### src/include/bp_config.svh
/* Branch predictor parameters */

`ifndef BP_CONFIG_SVH
`define BP_CONFIG_SVH

// Instruction address width
`define BP_PC_W 32

// Global history length
// Also sets the PHT index width, 2**8 counters
`define BP_GHR_W 8

// Direct-mapped BTB rows, indexed by PC[5:2]
`define BP_BTB_ROWS 16

// BTB tag bits, taken right above the index
`define BP_BTB_TAG_W 10

// Outstanding branches, power of two
`define BP_OBQ_DEPTH 8

`endif

### src/bp_pkg.sv
/* Branch predictor types */

`include "bp_config.svh"

package bp_pkg;

	typedef logic [`BP_PC_W-1:0] pc_t; // Instruction address
	typedef logic [`BP_GHR_W-1:0] ghr_t; // Global history, bit 0 newest
	typedef logic [`BP_GHR_W-1:0] pht_idx_t; // PC xor history
	typedef logic [1:0] ctr_t; // 2-bit saturating counter

	// BTB row and tag fields of the PC
	typedef logic [$clog2(`BP_BTB_ROWS)-1:0] btb_idx_t;
	typedef logic [`BP_BTB_TAG_W-1:0] btb_tag_t;

	typedef logic [$clog2(`BP_OBQ_DEPTH)-1:0] obq_tag_t; // Queue slot

	// Outcome from execute
	typedef struct packed {
		pc_t      pc; // Branch PC
		pc_t      target; // Computed target
		logic     taken; // Actual direction
		logic     correct; // Prediction matched
		obq_tag_t tag; // Slot from prediction
	} resolve_t;

	// Prediction back to fetch
	typedef struct packed {
		pc_t      next_pc;
		logic     taken;
		obq_tag_t tag;
	} prediction_t;

endpackage

### src/branch_target_buffer.sv
/* Direct-mapped branch target buffer */

`include "bp_config.svh"

module branch_target_buffer import bp_pkg::*; (
	input  logic clock,
	input  logic rst_n,

	// Lookup from fetch
	input  pc_t  lookup_pc,
	output logic hit,
	output pc_t  target,

	// Update from taken resolves
	input  logic write_en,
	input  pc_t  write_pc,
	input  pc_t  write_target
);

	localparam int IDX_LO = 2; // Word aligned PCs
	localparam int TAG_LO = IDX_LO + $bits(btb_idx_t);

	logic [`BP_BTB_ROWS-1:0] valid_q; // One valid bit per row
	btb_tag_t tag_q [`BP_BTB_ROWS];
	pc_t target_q [`BP_BTB_ROWS];

	btb_idx_t lookup_idx;
	btb_tag_t lookup_tag;
	btb_idx_t write_idx;
	btb_tag_t write_tag;

	// Split PCs into row and tag
	assign lookup_idx = lookup_pc[TAG_LO-1:IDX_LO];
	assign lookup_tag = lookup_pc[TAG_LO+`BP_BTB_TAG_W-1:TAG_LO];
	assign write_idx  = write_pc[TAG_LO-1:IDX_LO];
	assign write_tag  = write_pc[TAG_LO+`BP_BTB_TAG_W-1:TAG_LO];

	// Combinational read, sees state before the edge
	assign hit    = valid_q[lookup_idx] && (tag_q[lookup_idx] == lookup_tag);
	assign target = target_q[lookup_idx]; // Only meaningful on hit

	// Valid bits are the only control state
	always_ff @(posedge clock) begin
		if (!rst_n) begin
			valid_q <= '0;
		end else if (write_en) begin
			valid_q[write_idx] <= 1'b1;
		end
	end

	// Tag and target payload
	// A write replaces whatever the row held
	always_ff @(posedge clock) begin
		if (write_en) begin
			tag_q[write_idx]    <= write_tag;
			target_q[write_idx] <= write_target;
		end
	end

endmodule

### src/gshare_predictor.sv
/* Gshare direction predictor */

`include "bp_config.svh"

module gshare_predictor import bp_pkg::*; (
	input  logic clock,
	input  logic rst_n,

	// Prediction side
	input  logic fetch_accept, // Prediction consumed, shift history
	input  pc_t  fetch_pc,
	output logic predict_taken,
	output ghr_t ghr, // History used for this prediction

	// Update side, one resolve per cycle
	input  logic update_en,
	input  logic mispredict, // Repair history from snapshot
	input  pc_t  update_pc,
	input  logic update_taken,
	input  ghr_t snapshot // History the branch was predicted with
);

	localparam int PHT_SIZE = 2 ** `BP_GHR_W;
	localparam ctr_t CTR_WNT = 2'b01; // Weakly not taken
	localparam ctr_t CTR_MAX = 2'b11;
	localparam ctr_t CTR_MIN = 2'b00;

	ctr_t pht_q [PHT_SIZE];
	ghr_t ghr_q;

	pht_idx_t pred_idx;
	pht_idx_t upd_idx;
	ctr_t upd_ctr;

	// Fold PC word bits with history
	assign pred_idx = fetch_pc[`BP_GHR_W+1:2] ^ ghr_q;
	assign upd_idx  = update_pc[`BP_GHR_W+1:2] ^ snapshot;

	assign predict_taken = pht_q[pred_idx][1]; // MSB of counter
	assign ghr           = ghr_q;
	assign upd_ctr       = pht_q[upd_idx];

	// Counter table
	// Reads above see the old value in an update cycle
	always_ff @(posedge clock) begin
		if (!rst_n) begin
			for (int i = 0; i < PHT_SIZE; i++) begin
				pht_q[i] <= CTR_WNT;
			end
		end else if (update_en) begin
			if (update_taken) begin
				if (upd_ctr != CTR_MAX) begin
					pht_q[upd_idx] <= upd_ctr + 2'd1; // Count up, saturate at 3
				end
			end else begin
				if (upd_ctr != CTR_MIN) begin
					pht_q[upd_idx] <= upd_ctr - 2'd1; // Count down, saturate at 0
				end
			end
		end
	end

	// Speculative history
	always_ff @(posedge clock) begin
		if (!rst_n) begin
			ghr_q <= '0;
		end else if (mispredict) begin
			// Older history plus the real outcome
			ghr_q <= {snapshot[`BP_GHR_W-2:0], update_taken};
		end else if (fetch_accept) begin
			ghr_q <= {ghr_q[`BP_GHR_W-2:0], predict_taken}; // Shift in guess
		end
	end

endmodule

### src/branch_history_queue.sv
/* Outstanding branch queue */

`include "bp_config.svh"

module branch_history_queue import bp_pkg::*; (
	input  logic     clock,
	input  logic     rst_n,

	// Tail side, from prediction
	input  logic     push,
	input  ghr_t     push_ghr, // History snapshot for the new branch
	output obq_tag_t push_tag, // Slot the push lands in
	output logic     full,

	// Head side, from resolve
	input  logic     pop,
	input  logic     flush, // Drop everything after the head
	output ghr_t     head_ghr,
	output obq_tag_t head_tag
);

	localparam int PTR_W = $bits(obq_tag_t);

	ghr_t snap_q [`BP_OBQ_DEPTH];

	// Pointers carry a wrap bit above the slot
	logic [PTR_W:0] head_q;
	logic [PTR_W:0] tail_q;
	logic [PTR_W:0] head_nxt;

	// Same slot, different lap
	assign full = (head_q[PTR_W] != tail_q[PTR_W])
		&& (head_q[PTR_W-1:0] == tail_q[PTR_W-1:0]);

	assign push_tag = tail_q[PTR_W-1:0];
	assign head_tag = head_q[PTR_W-1:0];
	assign head_ghr = snap_q[head_tag]; // Read before any pop
	assign head_nxt = pop ? head_q + 1'b1 : head_q;

	always_ff @(posedge clock) begin
		if (!rst_n) begin
			head_q <= '0;
			tail_q <= '0;
		end else if (flush) begin
			// Empty, next tag follows the popped head
			head_q <= head_nxt;
			tail_q <= head_nxt;
		end else begin
			head_q <= head_nxt;
			if (push) begin
				tail_q <= tail_q + 1'b1;
			end
		end
	end

	// Snapshot storage
	always_ff @(posedge clock) begin
		if (push && !flush) begin
			snap_q[push_tag] <= push_ghr;
		end
	end

endmodule

### src/branch_predictor.sv
/* Branch predictor top */

module branch_predictor import bp_pkg::*; (
	input  logic        clock,
	input  logic        rst_n,

	// Fetch request, plain strobe
	input  logic        fetch_valid,
	input  pc_t         fetch_pc,

	// Resolve from execute, in program order
	input  logic        resolve_valid,
	input  resolve_t    resolve,

	// Prediction one cycle after fetch
	output logic        pred_valid,
	output prediction_t pred,
	output logic        obq_full // Fetches dropped while high
);

	logic fetch_accept;
	logic retire;
	logic mispredict;

	logic predict_taken;
	ghr_t ghr; // Current speculative history
	logic btb_hit;
	pc_t btb_target;

	ghr_t head_ghr;
	obq_tag_t push_tag;
	obq_tag_t obq_head_tag; // Checked against resolve tag

	assign retire       = resolve_valid && resolve.correct;
	assign mispredict   = resolve_valid && !resolve.correct;
	assign fetch_accept = fetch_valid && !obq_full && !mispredict; // Flush wins

	branch_target_buffer u_btb (
		.clock        (clock),
		.rst_n        (rst_n),
		.lookup_pc    (fetch_pc),
		.hit          (btb_hit),
		.target       (btb_target),
		.write_en     (resolve_valid && resolve.taken), // Only taken branches
		.write_pc     (resolve.pc),
		.write_target (resolve.target)
	);

	gshare_predictor u_gshare (
		.clock         (clock),
		.rst_n         (rst_n),
		.fetch_accept  (fetch_accept),
		.fetch_pc      (fetch_pc),
		.predict_taken (predict_taken),
		.ghr           (ghr),
		.update_en     (retire || mispredict),
		.mispredict    (mispredict),
		.update_pc     (resolve.pc),
		.update_taken  (resolve.taken),
		.snapshot      (head_ghr)
	);

	branch_history_queue u_obq (
		.clock    (clock),
		.rst_n    (rst_n),
		.push     (fetch_accept),
		.push_ghr (ghr),
		.push_tag (push_tag),
		.full     (obq_full),
		.pop      (retire || mispredict), // Resolved branch is the head
		.flush    (mispredict),
		.head_ghr (head_ghr),
		.head_tag (obq_head_tag)
	);

	always_ff @(posedge clock) begin
		if (!rst_n) begin
			pred_valid <= 1'b0;
		end else begin
			pred_valid <= fetch_accept; // Single cycle pulse
		end
	end

	// Prediction payload
	always_ff @(posedge clock) begin
		if (fetch_accept) begin
			// Redirect needs both a taken guess and a known target
			pred.next_pc <= (predict_taken && btb_hit) ? btb_target : fetch_pc + pc_t'(4);
			pred.taken   <= predict_taken;
			pred.tag     <= push_tag;
		end
	end

endmodule

### config.mk
export PLATFORM = sky130hd
export DESIGN_NAME = branch_predictor
export DESIGN_NICKNAME = d
export VERILOG_FILES = /design/src/bp_pkg.sv /design/src/branch_target_buffer.sv /design/src/gshare_predictor.sv /design/src/branch_history_queue.sv /design/src/branch_predictor.sv
export VERILOG_INCLUDE_DIRS = /design/src /design/src/include
export SDC_FILE = /design/constraint.sdc
export NUM_CORES = 2
export LEC_CHECK = 0
export BUFFER_PORTS_ARGS = -buffer_cell sky130_fd_sc_hd__buf_2
export CAP_MARGIN = 25
export CORE_MARGIN = 8
export CORE_UTILIZATION = 40
export CTS_CLUSTER_DIAMETER = 30
export DETAILED_ROUTE_END_ITERATION = 8
export SETUP_SLACK_MARGIN = 0.3
export SLEW_MARGIN = 20
export SYNTH_ARGS = -nofsm -noshare
export SYNTH_HDL_FRONTEND = slang
export SYNTH_SLANG_ARGS = --single-unit
### constraint.sdc
create_clock -name clock -period 5.9 [get_ports clock]
set_input_delay 0.885 -clock clock [delete_from_list [all_inputs] [get_ports clock]]
set_output_delay 0.885 -clock clock [all_outputs]
set_load 0.05 [all_outputs]
* After elaboration in Yosys (flattened, before gate mapping)
Memories as Yosys holds them, arrays and structs flattened. A register that Yosys moved wholly into a read port is not among the register bits.
Cells that the tools add are included.
** Cells by class
- $lt $le $gt $ge :: 3
- Divide/modulo/power cells :: 0
- Multipliers :: 0
- $add $sub $neg :: 5
- Muxes and demuxes :: 30
- Equal/unequal tests :: 4
- Shift operators :: 0
- Reductions and logical operators :: 17
- Bitwise operators :: 4
** Operator list (number)
- 32-bit by 3-bit adder with 32-bit output (second input constant) :: 1
- 32-bit two-way mux :: 1
- 8-bit two-way mux :: 3
- 1-bit two-way mux :: 18
- 16-bit OR :: 1
- 8-bit XOR :: 2
- 4-bit two-way mux :: 3
- 10-bit equality test :: 1
- 1-bit logical AND :: 10
- 4-bit by 5-bit less-than comparator with 1-bit output (second input constant) :: 2
- 4-bit by 1-bit adder with 4-bit output (second input constant) :: 2
- 1-bit binary-select mux with 4-bit select :: 1
- 1-bit demux with 4-bit select :: 1
- 4-bit by 1-bit >= comparator with 1-bit output (second input constant) :: 1
- 2-bit two-way mux :: 2
- 2-bit nonzero test :: 2
- 3-bit equality test :: 1
- 1-bit zero test :: 3
- 3-bit two-way mux :: 1
- 2-bit by 1-bit adder with 2-bit output (second input constant) :: 1
- 2-bit != test (second input constant) :: 1
- 2-bit OR reduction :: 1
- 2-bit by 1-bit subtractor with 2-bit output (second input constant) :: 1
- 1-bit logical OR :: 1
- other kinds (2) :: 2
** Storage, ports and cells
- Memories :: 4
- Memory bits (writable) :: 1248
- Register bits after elaboration :: 69
- ROM bits :: 0
- Input bits :: 105
- Bits in latches :: 0
** Memory list
- u_btb.target_q :: words 16, bits a word 32, read ports 1, clocked after Yosys merged registers in 0, write ports 1, RTL line branch_target_buffer.sv:25 : pc_t target_q [`BP_BTB_ROWS];
- u_gshare.pht_q :: words 256, bits a word 2, read ports 2, clocked after Yosys merged registers in 0, write ports 256, RTL line gshare_predictor.sv:28 : ctr_t pht_q [PHT_SIZE];
- u_btb.tag_q :: words 16, bits a word 10, read ports 1, clocked after Yosys merged registers in 0, write ports 1, RTL line branch_target_buffer.sv:24 : btb_tag_t tag_q [`BP_BTB_ROWS];
- u_obq.snap_q :: words 8, bits a word 8, read ports 1, clocked after Yosys merged registers in 1, write ports 1, RTL line branch_history_queue.sv:24 : ghr_t snap_q [`BP_OBQ_DEPTH];

* Depth between registers and ports, before layout
An unclocked memory read counts as a cell.
- Depth after elaboration :: 11
- Mapped depth :: 20

* By module
Synthesis repeated with hierarchy kept, for this count alone.
** Unflattened totals
- Cells, all modules :: 3873
- Area, all modules :: 58833.9 µm²
** Modules (own cells, without submodules)
- gshare_predictor :: area each 27505.1 µm², cells each 2450, times used 1
- branch_target_buffer :: area each 26176.4 µm², cells each 1059, times used 1
- branch_history_queue :: area each 3002.9 µm², cells each 156, times used 1
- branch_predictor :: area each 2149.6 µm², cells each 208, times used 1

* Least setup slack after synthesis
No wires, ideal clock.
- Path kind :: input port to flip-flop
- From :: input port fetch_pc[2]
- To :: register pred[14] (netlist name), data pin
- Setup slack :: 126 ps
- Required time :: 5630 ps
- Stages on the path :: 13
- Arrival time :: 5503 ps
- Buffers on the path :: 5
- Cell sequence :: buf_2 -> xor2_1 -> clkbuf_1 -> buf_1 -> mux4_2 -> mux4_2 -> mux4_2 -> a211oi_1 -> a21oi_1 -> nand2_1 -> clkbuf_1 -> clkbuf_1 -> a21oi_1
** On the way
- Elaborated cells between the ends (all ways) :: 11
- Classes of those cells :: 1 x add/sub; 1 x eq/ne; 3 x mux; 1 x bitwise; 2 x reduce/logical; 3 x memory
** RTL lines
- from (decl) :: RTL line branch_predictor.sv:9 : input pc_t fetch_pc,
- 8-bit XOR :: RTL line gshare_predictor.sv:36 : assign pred_idx = fetch_pc[`BP_GHR_W+1:2] ^ ghr_q;
- memory read 256 x 2 bit
- via predict_taken :: RTL line branch_predictor.sv:25 : logic predict_taken;
- 1-bit logical AND :: RTL line branch_predictor.sv:88 : pred.next_pc <= (predict_taken && btb_hit) ? btb_target : fetch_pc + pc_t'(4);
- 32-bit two-way mux :: RTL line branch_predictor.sv:88
- to (decl) :: RTL line branch_predictor.sv:17 : output prediction_t pred,
The timed path passes the listed nets, and every way through them passes these cells. The select of a mux whose other input is x is not followed.
A chain may end at the register's enable or synchronous reset.

==> flow_metrics.env <==
export IMPL_hold_class="input port to register"
export IMPL_dp_slack_ns=0.319
export IMPL_io_buffers=121
export IMPL_period_minus_slack_ns=5.46
export IMPL_yosysUniqueCellTypes=67
export IMPL_worstSetupPathType="register to register"
export IMPL_ys_flop_type="edfxtp_1"
export IMPL_initial_utilization=0.402
export IMPL_dp_hpwl_um=119000
export IMPL_power_density_nw_per_um2=405
export IMPL_p_clk_frac=0.510
export IMPL_htreeDepth=5
export IMPL_viasPerCell=6.09
export IMPL_sequentialPowerShare=0.349
export IMPL_maxCapViolations=0
export IMPL_die_y_um=401
export IMPL_ctsHoldBuffers=0
export IMPL_timing_final_ws_setup_ns=0.437
export IMPL_ys_warnings_count=0
export IMPL_grt_pass1_wl_um=274000
export IMPL_path_clk_slew_ns=0.05
export IMPL_wire_per_inst_um=30.2
export IMPL_ios=143
export IMPL_row_count=141
export IMPL_antenna_found_initial=30
export IMPL_hold_violations=0
export IMPL_routabilityCongestion=0.935
export IMPL_multi_input_area_um2=19400
export IMPL_syn_inst=3833
export IMPL_grt_max_degree=111
export IMPL_p_sw_mw=7.78
export IMPL_drive_gt1_frac=0.303
export IMPL_netlist_area_um2=59400
export IMPL_maxSlewViolCount=0
export IMPL_setup_viol=0
export IMPL_core_area_um2=147000
export IMPL_endpoint_kind="register"
export IMPL_cts_made_buffers=288
export IMPL_grt_pass1_vias=38500
export IMPL_cts_sinks=1317
export IMPL_share_comb_of_total_power=0.141
export IMPL_ys_seq_elements=1317
export IMPL_critPathRequiredTime_ns=6.42
export IMPL_cts_root_buffer_cell="clkbuf_16"
export IMPL_fillers=12100
export IMPL_outcome="finished clean"
export IMPL_crit_fanout=30
export IMPL_cts_buffer_depth=4
export IMPL_fin_util=0.506
export IMPL_ant_nets=0
export IMPL_avgSynthCellArea_um2=15.5
export IMPL_drt_iter0_markers=4927
export IMPL_dr_total_vias=38800
export IMPL_synth_edf_count=1284
export IMPL_critPathArrivalTime_ns=5.98
export IMPL_fin_setup_tns_ns=0
export IMPL_area_growth_pct=25.7
export IMPL_grt_remaining_overflow=0
export IMPL_leakage_nw=24.2
export IMPL_worst_slew_pin_transition_ns=1.13
export IMPL_r2r_cells=16
export IMPL_drc=0
export IMPL_synthArstFlopShare=0
export IMPL_fmax_mhz=183
export IMPL_post_route_period_util=0.926
export IMPL_first_pass_iters=5
export IMPL_fin_hold_ws_ns=0.295
export IMPL_post_cts_setup_buffer_count=0
export IMPL_p_sw_frac=0.257
export IMPL_seq_area_frac_synth=0.661
export IMPL_syn_nets=3941
export IMPL_fin_skew_ns=0.0685
export IMPL_clk_latency_ns=0.90
export IMPL_slew_headroom=0.244
export IMPL_drt_wl_total_um=193000
export IMPL_ir_drop_mv=0.250
export IMPL_track_usage=0.232
export IMPL_ff_latch_area_um2=39200
export IMPL_cts_tree="done"
export IMPL_min_path_cells=2
export IMPL_cp_start_kind="register"
export IMPL_die_w_um=401
export IMPL_fin_area_um2=74600
export IMPL_nets=4340
export IMPL_dpl_cell_area_um2=65100
export IMPL_rsz0062_at_grt="no"
export IMPL_die_area_um2=161000
export IMPL_intPower_mw=22.5
[cells by family (layout without fill, tap and decap cells)]
| kind of cell | count (synthesis) | after routing | share of synthesized area |
|---|---|---|---|
| flops | 1317 | 1317 | 0.661 |
| simple gates | 1169 | 1169 | 0.0941 |
| other cells | 0 | 13 | 0 |
| buf+inv | 323 | 922 | 0.0236 |
| compound gates | 478 | 478 | 0.0529 |
| mux | 483 | 483 | 0.159 |
| xor+xnor | 60 | 60 | 0.00898 |
| fa+ha+maj | 3 | 3 | 0.000632 |
[Yosys cell counts, drive strengths merged (8+ instances only)]
library cell / number / area [um2]
nand4: 37 / 231
a211oi: 48 / 360
edfxtp: 1284 / 38600
o21ai: 266 / 1330
nand2b: 9 / 56.3
xor2: 33 / 297
and3: 11 / 68.8
nor3b: 50 / 375
clkbuf: 214 / 805
o22ai: 8 / 50.1
nor3: 39 / 195
xnor2: 27 / 236
mux2: 16 / 180
dfxtp: 33 / 661
nand3: 110 / 551
a2111oi: 16 / 211
nand2: 502 / 1880
mux2i: 100 / 1000
nor2: 160 / 601
mux4: 367 / 8270
a311oi: 17 / 324
and2: 219 / 1370
buf: 104 / 578
a21oi: 46 / 230
a22oi: 28 / 210
[per-stage QoR]
stage / cells / power (mW)
3_3_place_gp: 5864 / 14.8
4_1_cts: 6358 / 30.3
6_report: 6375 / 30.2
2_1_floorplan: 3833 / 12.8
3_5_place_dp: 5868 / 14.8
5_1_grt: 6362 / 31.0
[worst max-delay path, stage by stage (launching register included)]
cell,delay (ns)
dfxtp_2,0.39
mux2_2,0.35
mux4_2,0.60
xor2_4,0.26
buf_12,0.25
buf_16,0.26
mux2_2,0.36
o22ai_1,0.14
a211oi_1,0.07
or4_1,0.56
a211o_1,0.37
and3_2,0.29
a41oi_2,0.29
buf_12,0.18
a22oi_1,0.09
buf_4,0.22
o21ai_0,0.37
[timing repair]
item,in CTS,in global routing
pin swaps,0,1
gates resized for setup,1,58
cloned,0,1
setup endpoints to repair,20,630
[flip-flops by register name (all words and copies together) (netlist names)]
signal,count
u_btb.target_q,512
u_gshare.pht_q,512
u_btb.tag_q,160
u_obq.snap_q,64
pred,36
u_btb.valid_q,16
u_gshare.ghr,8
u_obq.head_q,4
u_obq.tail_q,4
pred_valid,1
[power by group through the flow]
| stage | clock network [mW] | registers, mW | logic, mW |
|---|---|---|---|
| floorplan | 0 | 10.7 | 2.06 |
| global placement | 0 | 10.7 | 4.06 |
| detailed placement | 0 | 10.7 | 4.10 |
| CTS | 15.6 | 10.6 | 4.12 |
| global route | 16.0 | 10.6 | 4.36 |
| finish | 15.4 | 10.6 | 4.25 |
[layout make-up]
| class | count | area share |
|---|---|---|
| tap | 1930 | 0.0324 |
| antenna | 13 | 0.000436 |
| multi-input combinational | 2193 | 0.260 |
| clock inverter | 169 | 0.0245 |
| timing repair buffer | 427 | 0.0559 |
| inverter | 5 | 0.000252 |
| sequential | 1317 | 0.526 |
| clock buffer | 321 | 0.100 |
[path summary, 6_finish.rpt]
kind / startpoint / end / slack (ns)
worst max-delay path: u_obq.head_q[0]$_SDFF_PN0_ / u_gshare.pht_q[7][1]$_SDFFCE_PN0P_ / 0.44
worst min-delay path: fetch_pc[1] / pred[5]$_DFFE_PP_ / 0.29
worst max register to register: u_obq.head_q[0]$_SDFF_PN0_ / u_gshare.pht_q[7][1]$_SDFFCE_PN0P_ / 0.44
worst min register to register: u_btb.valid_q[6]$_SDFFE_PN0P_ / u_btb.valid_q[6]$_SDFFE_PN0P_ / 0.46
[layer usage]
layer | share of wire | routed length [um] | track usage
met4 | 0.039 | 7500 | 0.0889
met5 | 0.00028 | 54 | 0
met3 | 0.11 | 22100 | 0.0632
met2 | 0.46 | 89000 | 0.361
met1 | 0.38 | 74000 | 0.312
[placed cells by master, fill, tap and decap left out, types with 25 or more instances in the layout]
| cell | synthesis | final |
|---|---|---|
| edfxtp_1 | 1284 | 1284 |
| nand2_1 | 502 | 499 |
| mux4_2 | 367 | 367 |
| clkbuf_16 | 0 | 296 |
| and2_1 | 219 | 219 |
| o21ai_0 | 266 | 219 |
| buf_4 | 16 | 210 |
| nor2_1 | 160 | 140 |
| buf_2 | 48 | 116 |
| nand3_1 | 110 | 109 |
| mux2i_1 | 100 | 100 |
| buf_12 | 0 | 90 |
| nor3b_1 | 50 | 49 |
| o21ai_1 | 0 | 47 |
| a21oi_1 | 46 | 46 |
| clkinv_1 | 0 | 39 |
| clkinv_2 | 0 | 38 |
| nand4_1 | 37 | 37 |
| bufinv_16 | 0 | 33 |
| nor3_1 | 39 | 32 |
| dfxtp_1 | 33 | 32 |
| a211oi_1 | 48 | 31 |
| xor2_1 | 32 | 28 |
| a22oi_1 | 28 | 25 |
| clkbuf_1 | 213 | 25 |
No activity file was read; power rests on OpenSTA's default activity.
